### config.mk
export PLATFORM = sky130hd
export DESIGN_NAME = mesh_route_top
export DESIGN_NICKNAME = d
export VERILOG_FILES = /design/src/hdl/mesh_route_pkg.sv /design/src/hdl/mesh_route_top.sv /design/src/hdl/dest_port_encoder.sv /design/src/hdl/route_port_select.sv /design/src/hdl/odd_even_select.sv /design/src/hdl/turn_model_select.sv /design/src/hdl/route_req_capture.sv
export SDC_FILE = /design/constraint.sdc
export NUM_CORES = 1
export LEC_CHECK = 0
export ABC_AREA = 1
export CORE_MARGIN = 5
export CORE_UTILIZATION = 40
export DETAILED_ROUTE_END_ITERATION = 12
export DONT_BUFFER_PORTS = 1
export SYNTH_ARGS = -nofsm -noshare
export SYNTH_HDL_FRONTEND = slang
export SYNTH_SLANG_ARGS = --single-unit
### constraint.sdc
create_clock -name clk -period 2.2 [get_ports clk]
set_clock_uncertainty 0.15 [all_clocks]
set_input_delay 0.44 -clock clk [delete_from_list [all_inputs] [get_ports clk]]
set_output_delay 0.44 -clock clk [all_outputs]
set_load 0.1 [all_outputs]
### src/hdl/mesh_route_pkg.sv
package mesh_route_pkg;

    // bit positions inside the one-hot port mask
    localparam int port_idx_local = 0;
    localparam int port_idx_east  = 1;
    localparam int port_idx_north = 2;
    localparam int port_idx_west  = 3;
    localparam int port_idx_south = 4;

    // a mesh router always has five ports
    localparam int num_ports = 5;

    // one bit per allowed output port
    typedef logic [num_ports-1:0] port_mask_t;

    // encoded destination port, msb first:
    //   [3] east-bound, [2] north-bound,
    //   [1] horizontal port allowed, [0] vertical port allowed
    typedef logic [3:0] dest_code_t;

    // routing algorithm, chosen per request
    typedef enum logic [2:0] {
        algo_xy         = 3'd0, // deterministic
        algo_west_first = 3'd1,
        algo_north_last = 3'd2,
        algo_neg_first  = 3'd3,
        algo_odd_even   = 3'd4,
        algo_duato      = 3'd5  // fully adaptive
    } route_algo_e;

endpackage
### src/hdl/mesh_route_top.sv
module mesh_route_top #(
    parameter int NX       = 4,
    parameter int NY       = 4,
    parameter int OE_AT_NI = 0,
    localparam int XW = (NX > 1) ? $clog2(NX) : 1,
    localparam int YW = (NY > 1) ? $clog2(NY) : 1
) (
    input  logic                        clk,
    input  logic                        rst_n,
    input  logic                        req_valid,
    input  mesh_route_pkg::route_algo_e algo,
    input  logic [XW-1:0]               cur_x,
    input  logic [YW-1:0]               cur_y,
    input  logic [XW-1:0]               dst_x,
    input  logic [YW-1:0]               dst_y,
    output logic                        route_valid,
    output mesh_route_pkg::port_mask_t  route_mask,
    output mesh_route_pkg::dest_code_t  route_code
);
    import mesh_route_pkg::*;

    // stage 1 to stage 2
    logic        s1_valid;
    route_algo_e s1_algo;
    logic        x_plus;
    logic        x_min;
    logic        y_plus;
    logic        y_min;
    logic        cur_col_odd;
    logic        dst_col_odd;
    logic        x_adjacent;

    // stage 2 to stage 3
    logic        s2_valid;
    port_mask_t  s2_mask;
    logic        east_bound;
    logic        north_bound;

    route_req_capture #(
        .NX (NX),
        .NY (NY)
    ) u_capture (
        .clk         (clk),
        .rst_n       (rst_n),
        .req_valid   (req_valid),
        .algo        (algo),
        .cur_x       (cur_x),
        .cur_y       (cur_y),
        .dst_x       (dst_x),
        .dst_y       (dst_y),
        .s1_valid    (s1_valid),
        .s1_algo     (s1_algo),
        .x_plus      (x_plus),
        .x_min       (x_min),
        .y_plus      (y_plus),
        .y_min       (y_min),
        .cur_col_odd (cur_col_odd),
        .dst_col_odd (dst_col_odd),
        .x_adjacent  (x_adjacent)
    );

    route_port_select #(
        .OE_AT_NI (OE_AT_NI)
    ) u_select (
        .clk         (clk),
        .rst_n       (rst_n),
        .s1_valid    (s1_valid),
        .s1_algo     (s1_algo),
        .x_plus      (x_plus),
        .x_min       (x_min),
        .y_plus      (y_plus),
        .y_min       (y_min),
        .cur_col_odd (cur_col_odd),
        .dst_col_odd (dst_col_odd),
        .x_adjacent  (x_adjacent),
        .s2_valid    (s2_valid),
        .s2_mask     (s2_mask),
        .east_bound  (east_bound),
        .north_bound (north_bound)
    );

    dest_port_encoder u_encoder (
        .clk         (clk),
        .rst_n       (rst_n),
        .s2_valid    (s2_valid),
        .s2_mask     (s2_mask),
        .east_bound  (east_bound),
        .north_bound (north_bound),
        .route_valid (route_valid),
        .route_mask  (route_mask),
        .route_code  (route_code)
    );

endmodule

### src/hdl/dest_port_encoder.sv
module dest_port_encoder (
    input  logic                       clk,
    input  logic                       rst_n,
    input  logic                       s2_valid,
    input  mesh_route_pkg::port_mask_t s2_mask,
    input  logic                       east_bound,
    input  logic                       north_bound,
    output logic                       route_valid,
    output mesh_route_pkg::port_mask_t route_mask,
    output mesh_route_pkg::dest_code_t route_code
);
    import mesh_route_pkg::*;

    logic       horiz_ok;
    logic       vert_ok;
    dest_code_t code;

    assign horiz_ok = s2_mask[port_idx_east] | s2_mask[port_idx_west];
    assign vert_ok  = s2_mask[port_idx_north] | s2_mask[port_idx_south];
    assign code     = {east_bound, north_bound, horiz_ok, vert_ok};

    always_ff @(posedge clk) begin
        if (!rst_n) begin
            route_valid <= 1'b0;
            route_mask  <= '0;
            route_code  <= '0;
        end else begin
            route_valid <= s2_valid; // single-cycle strobe
            if (s2_valid) begin
                route_mask <= s2_mask;
                route_code <= code;
            end
        end
    end

endmodule

### src/hdl/route_port_select.sv
module route_port_select #(
    parameter int OE_AT_NI = 0
) (
    input  logic                        clk,
    input  logic                        rst_n,
    input  logic                        s1_valid,
    input  mesh_route_pkg::route_algo_e s1_algo,
    input  logic                        x_plus,
    input  logic                        x_min,
    input  logic                        y_plus,
    input  logic                        y_min,
    input  logic                        cur_col_odd,
    input  logic                        dst_col_odd,
    input  logic                        x_adjacent,
    output logic                        s2_valid,
    output mesh_route_pkg::port_mask_t  s2_mask,
    output logic                        east_bound,
    output logic                        north_bound
);
    import mesh_route_pkg::*;

    port_mask_t turn_mask;
    port_mask_t oe_mask;

    turn_model_select u_turn (
        .algo   (s1_algo),
        .x_plus (x_plus),
        .x_min  (x_min),
        .y_plus (y_plus),
        .y_min  (y_min),
        .mask   (turn_mask)
    );

    odd_even_select #(
        .OE_AT_NI (OE_AT_NI)
    ) u_odd_even (
        .x_plus      (x_plus),
        .x_min       (x_min),
        .y_plus      (y_plus),
        .y_min       (y_min),
        .cur_col_odd (cur_col_odd),
        .dst_col_odd (dst_col_odd),
        .x_adjacent  (x_adjacent),
        .mask        (oe_mask)
    );

    always_ff @(posedge clk) begin
        if (!rst_n) begin
            s2_valid <= 1'b0;
        end else begin
            s2_valid <= s1_valid;
        end
    end

    always_ff @(posedge clk) begin
        if (s1_valid) begin
            s2_mask     <= (s1_algo == algo_odd_even) ? oe_mask : turn_mask;
            east_bound  <= x_plus;
            north_bound <= y_min;
        end
    end

endmodule

### src/hdl/odd_even_select.sv
module odd_even_select #(
    parameter int OE_AT_NI = 0 // 1 when the unit sits in the network interface
) (
    input  logic                       x_plus,
    input  logic                       x_min,
    input  logic                       y_plus,
    input  logic                       y_min,
    input  logic                       cur_col_odd,
    input  logic                       dst_col_odd,
    input  logic                       x_adjacent,
    output mesh_route_pkg::port_mask_t mask
);
    import mesh_route_pkg::*;

    logic       same_x;
    logic       same_y;
    port_mask_t v_port;

    assign same_x = !x_plus && !x_min;
    assign same_y = !y_plus && !y_min;

    always_comb begin
        v_port = '0;
        v_port[y_min ? port_idx_north : port_idx_south] = 1'b1;
    end

    always_comb begin
        mask = '0;
        if (same_x && same_y) begin
            mask[port_idx_local] = 1'b1;
        end else if (same_y) begin
            mask[x_plus ? port_idx_east : port_idx_west] = 1'b1;
        end else if (same_x) begin
            mask = v_port;
        end else if (x_plus) begin
            // east-bound, turns to vertical only in odd columns
            if (cur_col_odd || (OE_AT_NI == 1)) begin
                mask = mask | v_port;
            end
            // no east step into an even column next to the target
            if (dst_col_odd || !x_adjacent) begin
                mask[port_idx_east] = 1'b1;
            end
        end else begin
            mask[port_idx_west] = 1'b1; // west-bound
            if (!cur_col_odd) begin
                mask = mask | v_port; // even column
            end
        end
    end

endmodule

### src/hdl/turn_model_select.sv
module turn_model_select (
    input  mesh_route_pkg::route_algo_e algo,
    input  logic                        x_plus,
    input  logic                        x_min,
    input  logic                        y_plus,
    input  logic                        y_min,
    output mesh_route_pkg::port_mask_t  mask
);
    import mesh_route_pkg::*;

    logic       same_x;
    logic       same_y;
    port_mask_t h_port; // horizontal port toward the destination
    port_mask_t v_port; // vertical port toward the destination

    assign same_x = !x_plus && !x_min;
    assign same_y = !y_plus && !y_min;

    always_comb begin
        h_port = '0;
        v_port = '0;
        h_port[x_plus ? port_idx_east : port_idx_west]  = 1'b1;
        v_port[y_min ? port_idx_north : port_idx_south] = 1'b1;
    end

    always_comb begin
        mask = '0;
        if (same_x && same_y) begin
            mask[port_idx_local] = 1'b1;
        end else if (same_y) begin
            mask = h_port;
        end else if (same_x) begin
            mask = v_port;
        end else begin
            // target off both axes
            case (algo)
                algo_west_first: begin
                    // no turns into west, so west-bound goes west first
                    mask = x_plus ? (h_port | v_port) : h_port;
                end
                algo_north_last: begin
                    // north only once nothing else is left
                    mask = y_plus ? (h_port | v_port) : h_port;
                end
                algo_neg_first: begin
                    if (x_min) begin
                        mask = y_plus ? (h_port | v_port) : h_port;
                    end else if (y_min) begin
                        mask = h_port | v_port;
                    end else begin
                        mask[port_idx_south] = 1'b1; // east then south turn banned
                    end
                end
                algo_duato: begin
                    mask = h_port | v_port; // both productive ports
                end
                default: begin
                    mask = h_port; // xy, x dimension first
                end
            endcase
        end
    end

endmodule

### src/hdl/route_req_capture.sv
module route_req_capture #(
    parameter int NX = 4,
    parameter int NY = 4,
    localparam int XW = (NX > 1) ? $clog2(NX) : 1,
    localparam int YW = (NY > 1) ? $clog2(NY) : 1
) (
    input  logic                        clk,
    input  logic                        rst_n,
    input  logic                        req_valid,
    input  mesh_route_pkg::route_algo_e algo,
    input  logic [XW-1:0]               cur_x,
    input  logic [YW-1:0]               cur_y,
    input  logic [XW-1:0]               dst_x,
    input  logic [YW-1:0]               dst_y,
    output logic                        s1_valid,
    output mesh_route_pkg::route_algo_e s1_algo,
    output logic                        x_plus,
    output logic                        x_min,
    output logic                        y_plus,
    output logic                        y_min,
    output logic                        cur_col_odd,
    output logic                        dst_col_odd,
    output logic                        x_adjacent
);
    import mesh_route_pkg::*;

    logic [XW:0] x_diff; // one extra bit so the distance never wraps

    assign x_diff = {1'b0, dst_x} - {1'b0, cur_x};

    always_ff @(posedge clk) begin
        if (!rst_n) begin
            s1_valid <= 1'b0;
            s1_algo  <= algo_xy;
        end else begin
            s1_valid <= req_valid;
            if (req_valid) begin
                s1_algo <= algo;
            end
        end
    end

    // direction flags, only loaded with a request
    always_ff @(posedge clk) begin
        if (req_valid) begin
            x_plus      <= (dst_x > cur_x);  // east
            x_min       <= (dst_x < cur_x);  // west
            y_plus      <= (dst_y > cur_y);  // south
            y_min       <= (dst_y < cur_y);  // north, smaller y
            cur_col_odd <= cur_x[0];
            dst_col_odd <= dst_x[0];
            x_adjacent  <= (x_diff == (XW+1)'(1)); // exactly one column east
        end
    end

endmodule

Word level (Yosys, flattened, before mapping):

Index checks and enable logic that the tools add are counted.

* order comparisons: 8
* equality and inequality tests: 6
* multiplexer cells: 25
* add/sub/neg operators: 1
* bitwise gates (word level): 3
* reduce and logical (&&, ||, !) cells: 11

Operators by type and width (count)
* 5-bit two-way mux: 11
* 5-bit case mux with 4 select lines: 1
* 4-bit two-way mux: 3
* 1-bit demux with 3-bit select: 2
* 3-bit by 1-bit equality test with 1-bit output, second input constant: 2
* 3-bit by 2-bit equality test with 1-bit output, second input constant: 2
* 3-bit equality test, second input constant: 2
* 1-bit two-way mux: 6
* 1-bit logical AND: 5
* 1-bit zero test: 5
* 5-bit bitwise OR: 1
* 2-bit > comparator: 2
* 2-bit less-than comparator: 2
* 2-bit by 4-bit less-than comparator with 1-bit output, second input constant: 1
* 3-bit by 4-bit less-than comparator with 1-bit output, second input constant: 1
* 3-bit by 1-bit >= comparator with 1-bit output, second input constant: 1
* 3-bit two-way mux: 1
* 2-bit by 2-bit subtractor with 3-bit output: 1
* 2-bit by 1-bit >= comparator with 1-bit output, second input constant: 1
* 2-bit two-way mux: 1
* 1-bit bitwise OR: 2
* 1-bit logical OR: 1

* bits of input ports: 14
* register bits after elaboration: 29

Longest topological paths before layout:

Gate-level depths: netlist (run 1).

* depth in word-level cells: 13
* depth in mapped cells: 9
* depth with buffers taken out: 9

By module:

From an unflattened synthesis (run 1), not the netlist that was laid out.

* cell total of the unflattened synthesis: 163
* area total of the unflattened synthesis: 1361.3 um^2

By module, submodules not included
* route_req_capture: cells an instance 42, seq. area each 290.3 um^2, area an instance 469.2 um^2, times used 1
* dest_port_encoder: cells an instance 44, seq. area each 200.2 um^2, area an instance 346.6 um^2, times used 1
* route_port_select: cells an instance 27, seq. area each 230.2 um^2, area an instance 322.8 um^2, times used 1
* turn_model_select: cells an instance 33, seq. area each 0.0 um^2, area an instance 147.6 um^2, times used 1
* odd_even_select: cells an instance 17, seq. area each 0.0 um^2, area an instance 75.1 um^2, times used 1

Least setup slack after synthesis (run 1):

OpenSTA, ideal clock, no wires.

* path type: in2reg
* start point: input port dst_x[0]
* end point: register u_capture.x_adjacent, data pin
* data required time: 1.796 ns
* arrival: 1.142 ns
* path slack: 0.654 ns
* cell stages on the path: 5
* path through: inv_1 > ha_1 > inv_1 > fa_1 > nor3_1

* longest elaborated chain between the ends: 2

Ends and longest elaborated chain
* start, declared: RTL line mesh_route_top.sv:14 `input logic [XW-1:0] dst_x,`
* 2-bit by 2-bit subtractor with 3-bit output: RTL line route_req_capture.sv:29 `assign x_diff = {1'b0, dst_x} - {1'b0, cur_x};`
* 3-bit by 1-bit equality test with 1-bit output: RTL line route_req_capture.sv:52 `x_adjacent <= (x_diff == (XW+1)'(1));`
* end signal, assigned: RTL line route_req_capture.sv:52
* end, declared: RTL line route_req_capture.sv:23 `output logic x_adjacent`

Every way passes these cells.
A chain may end at the register's enable or synchronous reset.

Worst setup path in the final report (run 1):

* start point: register u_encoder.route_code[2]
* end point: output port route_code[2]

RTL lines
* start, declared: RTL line dest_port_encoder.sv:10 `output mesh_route_pkg::dest_code_t route_code`
* start signal, assigned: RTL line dest_port_encoder.sv:31 `route_code <= code;`
* end, declared: RTL line mesh_route_top.sv:18 `output mesh_route_pkg::dest_code_t route_code`

No word-level cell between the ends.

==> results.ini, run 1 <==
[status]
status = complete, no violations

[timing]
fin_tns_setup_ns = 0
setup-violations-final = 0
period_needed_ns = 1.55
fmax_ghz = 0.644
min_period_over_period_pct = 70.5
worst_pin_slew_ns = 0.338
rsz0062_at_grt = false
relSlewSlack_pct = 77.5
drv_slew = 0
hold_viol = 0

[critical_path]
reg2regPathDepth = 8
cp.depth = 1
max_stage_delay_ns = 0.35
r2r_start = u_capture.y_min
cp-startpoint = u_encoder.route_code[2]
crit_arrival_ns = 0.96
path_cells = buf_4
cp_max_fo = 2
critPathTopFamily = flip-flops
endpoint_kind = output pin
critPathKind = reg -> out
crit_path_top_delay_cell = dfxtp_1
required_ns = 1.61
critPathBufInv = 1
startpoint_type = flip-flop

[power]
p_sw_uw = 338
swShare_pct = 30.3
powerDensity_mw_per_mm2 = 759
irDropWorstVdd_mv = 0.301
finalPower_mw = 1.12
p_comb_share_pct = 15.4
p_int_uw = 779
clockPowerShare_pct = 27.1
pwr-share-seq_pct = 57.4
power_leakage_nw = 0.674

[clock_network]
ctsResizeCount = 0
cts_buffers = 5
cts.htree.levels = 2
cts_setup_buffers = 0
root_buffer = clkbuf_4
clkTransAtPathRegs_ns = 0.10
hold_buffers = 0
insertion_delay_ns = 0.32
numClockSinks = 29
clk_path_buf_depth = 2
tritoncts = built

[synthesis]
synth_top_area_share_pct = 32.3
synth_area_leader_cell = edfxtp_1
synthMuxAreaShare_pct = 0
synth_cells = 150
yosysUniqueCellTypes = 19
netlist_area_mm2 = 0.00130
ys_ff_latch = 29
synth_top_family_by_area = simple AND/OR/NAND/NOR gates
synth-seq-area-share_pct = 55.3
yosys-top-cells-area = edfxtp_1, dfxtp_1, nand2_1
synth-simple-area-share_pct = 24.9
avgSynthCellArea_um2 = 8.68
yosys_warnings = 0
synth_xor_area_share_pct = 0
syn_nets = 169
synthAdderAreaFrac_pct = 5.38
synth_compound_gate_area_share_pct = 6.82

[detailed_routing]
drc_errors = 0
drtIter0Drc = 51
drt_wl_total_um = 2160
wl_met1_um = 973
vias = 963
wire_per_inst_um = 10.3
firstDrtPassIters = 4
wl_met2_um = 1010
routed.top_layer = met4
viasPerCell = 4.61
met3_length_um = 148
postRouteAntennaNets = 0

[grt]
grt_max_degree = 13
grt_pass1_vias = 888
grt_pass1_wl_um = 3730
antenna_found_initial = 0
gr-usage-all-layers_pct = 11.5
overflow = 0

[floorplan]
die_w_um = 67.1
rows = 20
io_pins = 24
coreArea_mm2 = 0.00308
start_util_pct = 42.3
die-area_mm2 = 0.00450
die_y_um = 67.1

[place]
portBuffers = 0
place_hpwl_um = 1660
gp_congestion = 0.766
placed_area_mm2 = 0.00142

[final_layout]
fill_cells = 306
finish.net_count = 183
area_growth_pct = 13.1
diodes = 0
final_common_cell = nand2_1
final_area_mm2 = 0.00147
layout-drive-gt1-share_pct = 18.2
final_cell_mix = nand2_1, inv_1, nor2_1, dfxtp_1, edfxtp_1

[worst_hold_path]
holdPathStages = 2
holdCritStartpoint = rst_n
min_path_type = in -> reg

[flow_run]
maxCapViolCount = 0

cells in the mapped netlist:
master    number
a21oi_1       10
a21oi_2        1
buf_2          3
clkinv_2       1
dfxtp_1       15
edfxtp_1      14
fa_1           1
ha_1           4
inv_1         17
inv_2          4
nand2_1       40
nand3_1        6
nand3_2        1
nand4_1        3
nor2_1        16
nor2_2         4
nor3_1         3
nor4b_2        1
o21ai_0        6
state kept, by name, summed over array words and instances, names as in the netlist:
signal                 cells
u_select.s2_valid          1
u_capture.cur_col_odd      1
u_encoder.route_valid      1
u_capture.y_min            1
u_capture.x_plus           1
u_capture.dst_col_odd      1
u_capture.x_adjacent       1
u_capture.x_min            1
u_encoder.route_code       4
u_select.north_bound       1
u_select.s2_mask           5
u_encoder.route_mask       5
u_capture.s1_algo          3
u_capture.s1_valid         1
u_capture.y_plus           1
u_select.east_bound        1
area by class of cell:
type                            count  area (µm²)  share of cell area, %
Clock buffer                        5        37.5                   2.55
Clock inverter                      3        17.5                   1.19
Inverter                           22        83.8                   5.69
Multi-Input combinational cell     96         483                   32.8
Sequential cell                    29         721                   48.9
Tap cell                           44        55.1                   3.74
Timing Repair Buffer               10        75.1                   5.10
power by group through the flow:
stage               Clock [mW]  Sequential, mW  Combinational [mW]
finish                   0.303           0.641               0.173
global route             0.355           0.647               0.193
CTS                      0.317           0.642               0.174
detailed placement           0           0.655               0.174
global placement             0           0.654               0.170
floorplan                    0           0.701              0.0940
metal layers:
metal	vias up	global-route usage (%)
li1	509	-
met4	0	6.08
met3	2	5.90
met2	25	16.9
met5	-	0
met1	427	13.4
per-stage QoR:
| step | hold slack [ns] | setup slack [ns] | util (%) | instances |
|---|---|---|---|---|
| floorplan | 0.271 | 0.654 | - | 150 |
| global placement | 0.298 | 0.639 | 46.1 | 201 |
| detailed placement | 0.306 | 0.609 | 46.1 | 201 |
| CTS | 0.0419 | 0.630 | 47.8 | 209 |
| global route | 0.0207 | 0.567 | 47.8 | 209 |
| finish | 0.0577 | 0.648 | 47.8 | 209 |
cell families after synthesis:
group	count (synthesis)
AND/OR/NAND/NOR	74
AO/OA/AOI/OAI	17
buffers and inverters	25
flip-flops	29
adder cells (fa/ha/maj)	5
final timing paths:
path                                                end  slack [ns]
worst max-delay path                      route_code[2]        0.65
worst min-delay path                  u_select.s2_valid        0.06
worst max register to register      u_select.s2_mask[2]        0.72
worst min register to register  u_encoder.route_mask[2]        0.32
No activity file was read; power rests on OpenSTA's default activity.
==> inputs of run 2 (changes only) <==
ABC_AREA = 0   (was 1)
clock period = 1.5 ns   (was 2.2 ns; I/O delays follow)
==> results.ini, run 2 <==
[clock_network]
cts_buffers = 5
numClockSinks = 29
ctsResizeCount = 0
tritoncts = built
cts.htree.levels = 2
clkTransAtPathRegs_ns = 0.08
clk_path_buf_depth = 2
insertion_delay_ns = 0.31
root_buffer = clkbuf_4

[place]
gp_congestion = 0.671
place_hpwl_um = 1430
dp.cells = 139
portBuffers = 0

[floorplan]
io_pins = 24
coreArea_mm2 = 0.00281
die_y_um = 64.5
die-area_mm2 = 0.00416
start_util_pct = 42.4
die_w_um = 64.5
rows = 19

[synthesis]
yosys-top-cells-area = edfxtp_1, dfxtp_1, mux2i_1
yosysUniqueCellTypes = 25
synth_top_area_share_pct = 35.4
syn_nets = 116
synth-edff-count = 14
netlist_area_mm2 = 0.00119
ys_top_cells_by_count = dfxtp_1, edfxtp_1, nor2b_1
synth-seq-area-share_pct = 60.6
ys_ff_latch = 29
synth_cells = 97
avgSynthCellArea_um2 = 12.3
yosys_warnings = 0
async_reset_ff_share_pct = 0
yosysMostFrequentCell = dfxtp_1
synth_area_leader_cell = edfxtp_1
synth_flop_cell = dfxtp_1

[status]
status = complete, no violations

[critical_path]
critPathBufInv = 0
cp_max_fo = 4
max_stage_delay_ns = 0.43
path_cells = o21ba_1 > o21ai_1 > nand4_1 > and3b_1
crit_path_top_delay_cell = edfxtp_1
critPathTopFamily = flip-flops
cp-startpoint = u_capture.x_plus
reg2regPathDepth = 4
crit_arrival_ns = 1.38
critPathKind = reg -> reg
r2r_end = u_select.s2_mask[4]
r2r_start = u_capture.x_plus
rrSetupSlack_ns = 0.04
required_ns = 1.43
startpoint_type = flip-flop
endpoint_kind = flip-flop

[timing]
min_period_over_period_pct = 97.1
relSlewSlack_pct = 70.5
hold_viol = 0
period_needed_ns = 1.46
fmax_ghz = 0.687
holdWs_ns = 0.0169
worst_pin_slew_ns = 0.442
setup-violations-final = 0
drv_slew = 0

[detailed_routing]
viasPerCell = 4.92
vias = 762
drt_wl_total_um = 1980
wire_per_inst_um = 12.8
drc_errors = 0
drtIter0Drc = 17
firstDrtPassIters = 4
postRouteAntennaNets = 0

[worst_hold_path]
holdCritStartpoint = algo[0]
hold_path_end = u_capture.s1_algo[0]
holdPathStages = 2
min_path_type = in -> reg

[power]
pwr-share-seq_pct = 58.2
p_int_mw = 1.17
powerDensity_mw_per_mm2 = 1110
clockPowerShare_pct = 26.7
p_comb_share_pct = 15.1
swShare_pct = 26.6
p_sw_uw = 424
irDropWorstVdd_mv = 0.610
power_leakage_nw = 0.586

[grt]
grt_pass1_vias = 747
grt_pass1_wl_um = 3240
gr-usage-all-layers_pct = 10.7
antenna_found_initial = 0
grt_max_degree = 16
overflow = 0

[final_layout]
diodes = 0
area_growth_pct = 20.9
finish.net_count = 142
layout-drive-gt1-share_pct = 17.7
final_cell_mix = buf_4, dfxtp_1, edfxtp_1, nor2b_1, mux2i_1
finish.utilization_pct = 51.2
layoutNonFillerInstCount = 155
reg_top3 = u_encoder.route_mask: 5 flops, u_select.s2_mask: 5 flops, u_encoder.route_code: 4 flops
fill_cells = 257

[flow_run]
maxCapViolCount = 0

[run 2: cell types whose count changed in the layout (fill, tap and decap cells not counted), moves of 4 or more]
cell           change
a21oi_1            -4
and2_1             +4
buf_4              +5
dlygate4sd3_1      +6
inv_1             -10
mux2i_1           +10
nand2_1           -38
nand3_1            -6
nor2_1            -11
nor2_2             -4
nor2b_1           +12
o21ai_0            -4
[run 2: per-stage QoR]
step                power, mW  worst slack, ns  setup TNS, ns  area (µm²)
global route             1.70         -0.00202       -0.00202        1440
finish                   1.59           0.0435              0        1440
detailed placement       1.16           0.0288              0        1310
floorplan                1.11           0.0802              0        1190
global placement         1.15           0.0754              0        1310
CTS                      1.61           0.0282              0        1420
[run 2: timing repair]
item	in CTS	in global routing
hold endpoints to repair	24	0
endpoints found under the setup margin	0	2
setup buffers	0	2
hold buffers	6	0
[run 2: how the worst max path moves through the flow]
| stage | cells after the start | slack, ns | to |
|---|---|---|---|
| after floorplan | 2 | 0.08 | u_encoder.route_code[0] |
| after global placement | 5 | 0.08 | u_capture.x_adjacent |
| after detailed placement | 4 | 0.03 | u_select.s2_mask[4] |
| after CTS | 4 | 0.03 | u_select.s2_mask[4] |
| after global routing | 5 | -0.002 | u_select.s2_mask[4] |
| final | 4 | 0.04 | u_select.s2_mask[4] |
[run 2: power by group through the flow]
stage / clock network, mW / registers (mW) / logic, mW
3_5_place_dp: 0 / 0.948 / 0.211
2_1_floorplan: 0 / 1.02 / 0.0894
3_3_place_gp: 0 / 0.943 / 0.207
6_report: 0.426 / 0.927 / 0.240
4_1_cts: 0.446 / 0.930 / 0.232
5_1_grt: 0.499 / 0.935 / 0.262
[run 2: logic make-up after synthesis]
| kind of cell | share of synthesized area [%] |
|---|---|
| fa+ha+maj | 5.89 |
| simple gates | 15.1 |
| compound gates | 6.53 |
| buf+inv | 3.47 |
| mux | 8.42 |
| flops | 60.6 |
[run 2: worst register-to-register path: stages, from the launching register on]
cell and delay (ns):
edfxtp_1 0.43, o21ba_1 0.19, o21ai_1 0.13, nand4_1 0.13, and3b_1 0.19
[run 2: area by class of cell]
cell class	count	area, µm²	area share (%)
clock buffers	8	48.8	3.39
inverters	8	30.0	2.09
multi-input cells	58	427	29.7
flip-flops and latches	29	721	50.1
well taps	31	38.8	2.70
repair buffers	21	173	12.0
[run 2: per-layer routing]
metal	track usage, %	up-vias	share of wire [%]
met5	0	-	0
met4	6.60	0	1.7
li1	-	391	-
met2	16.0	25	47
met1	11.3	341	43
met3	6.56	5	8.4
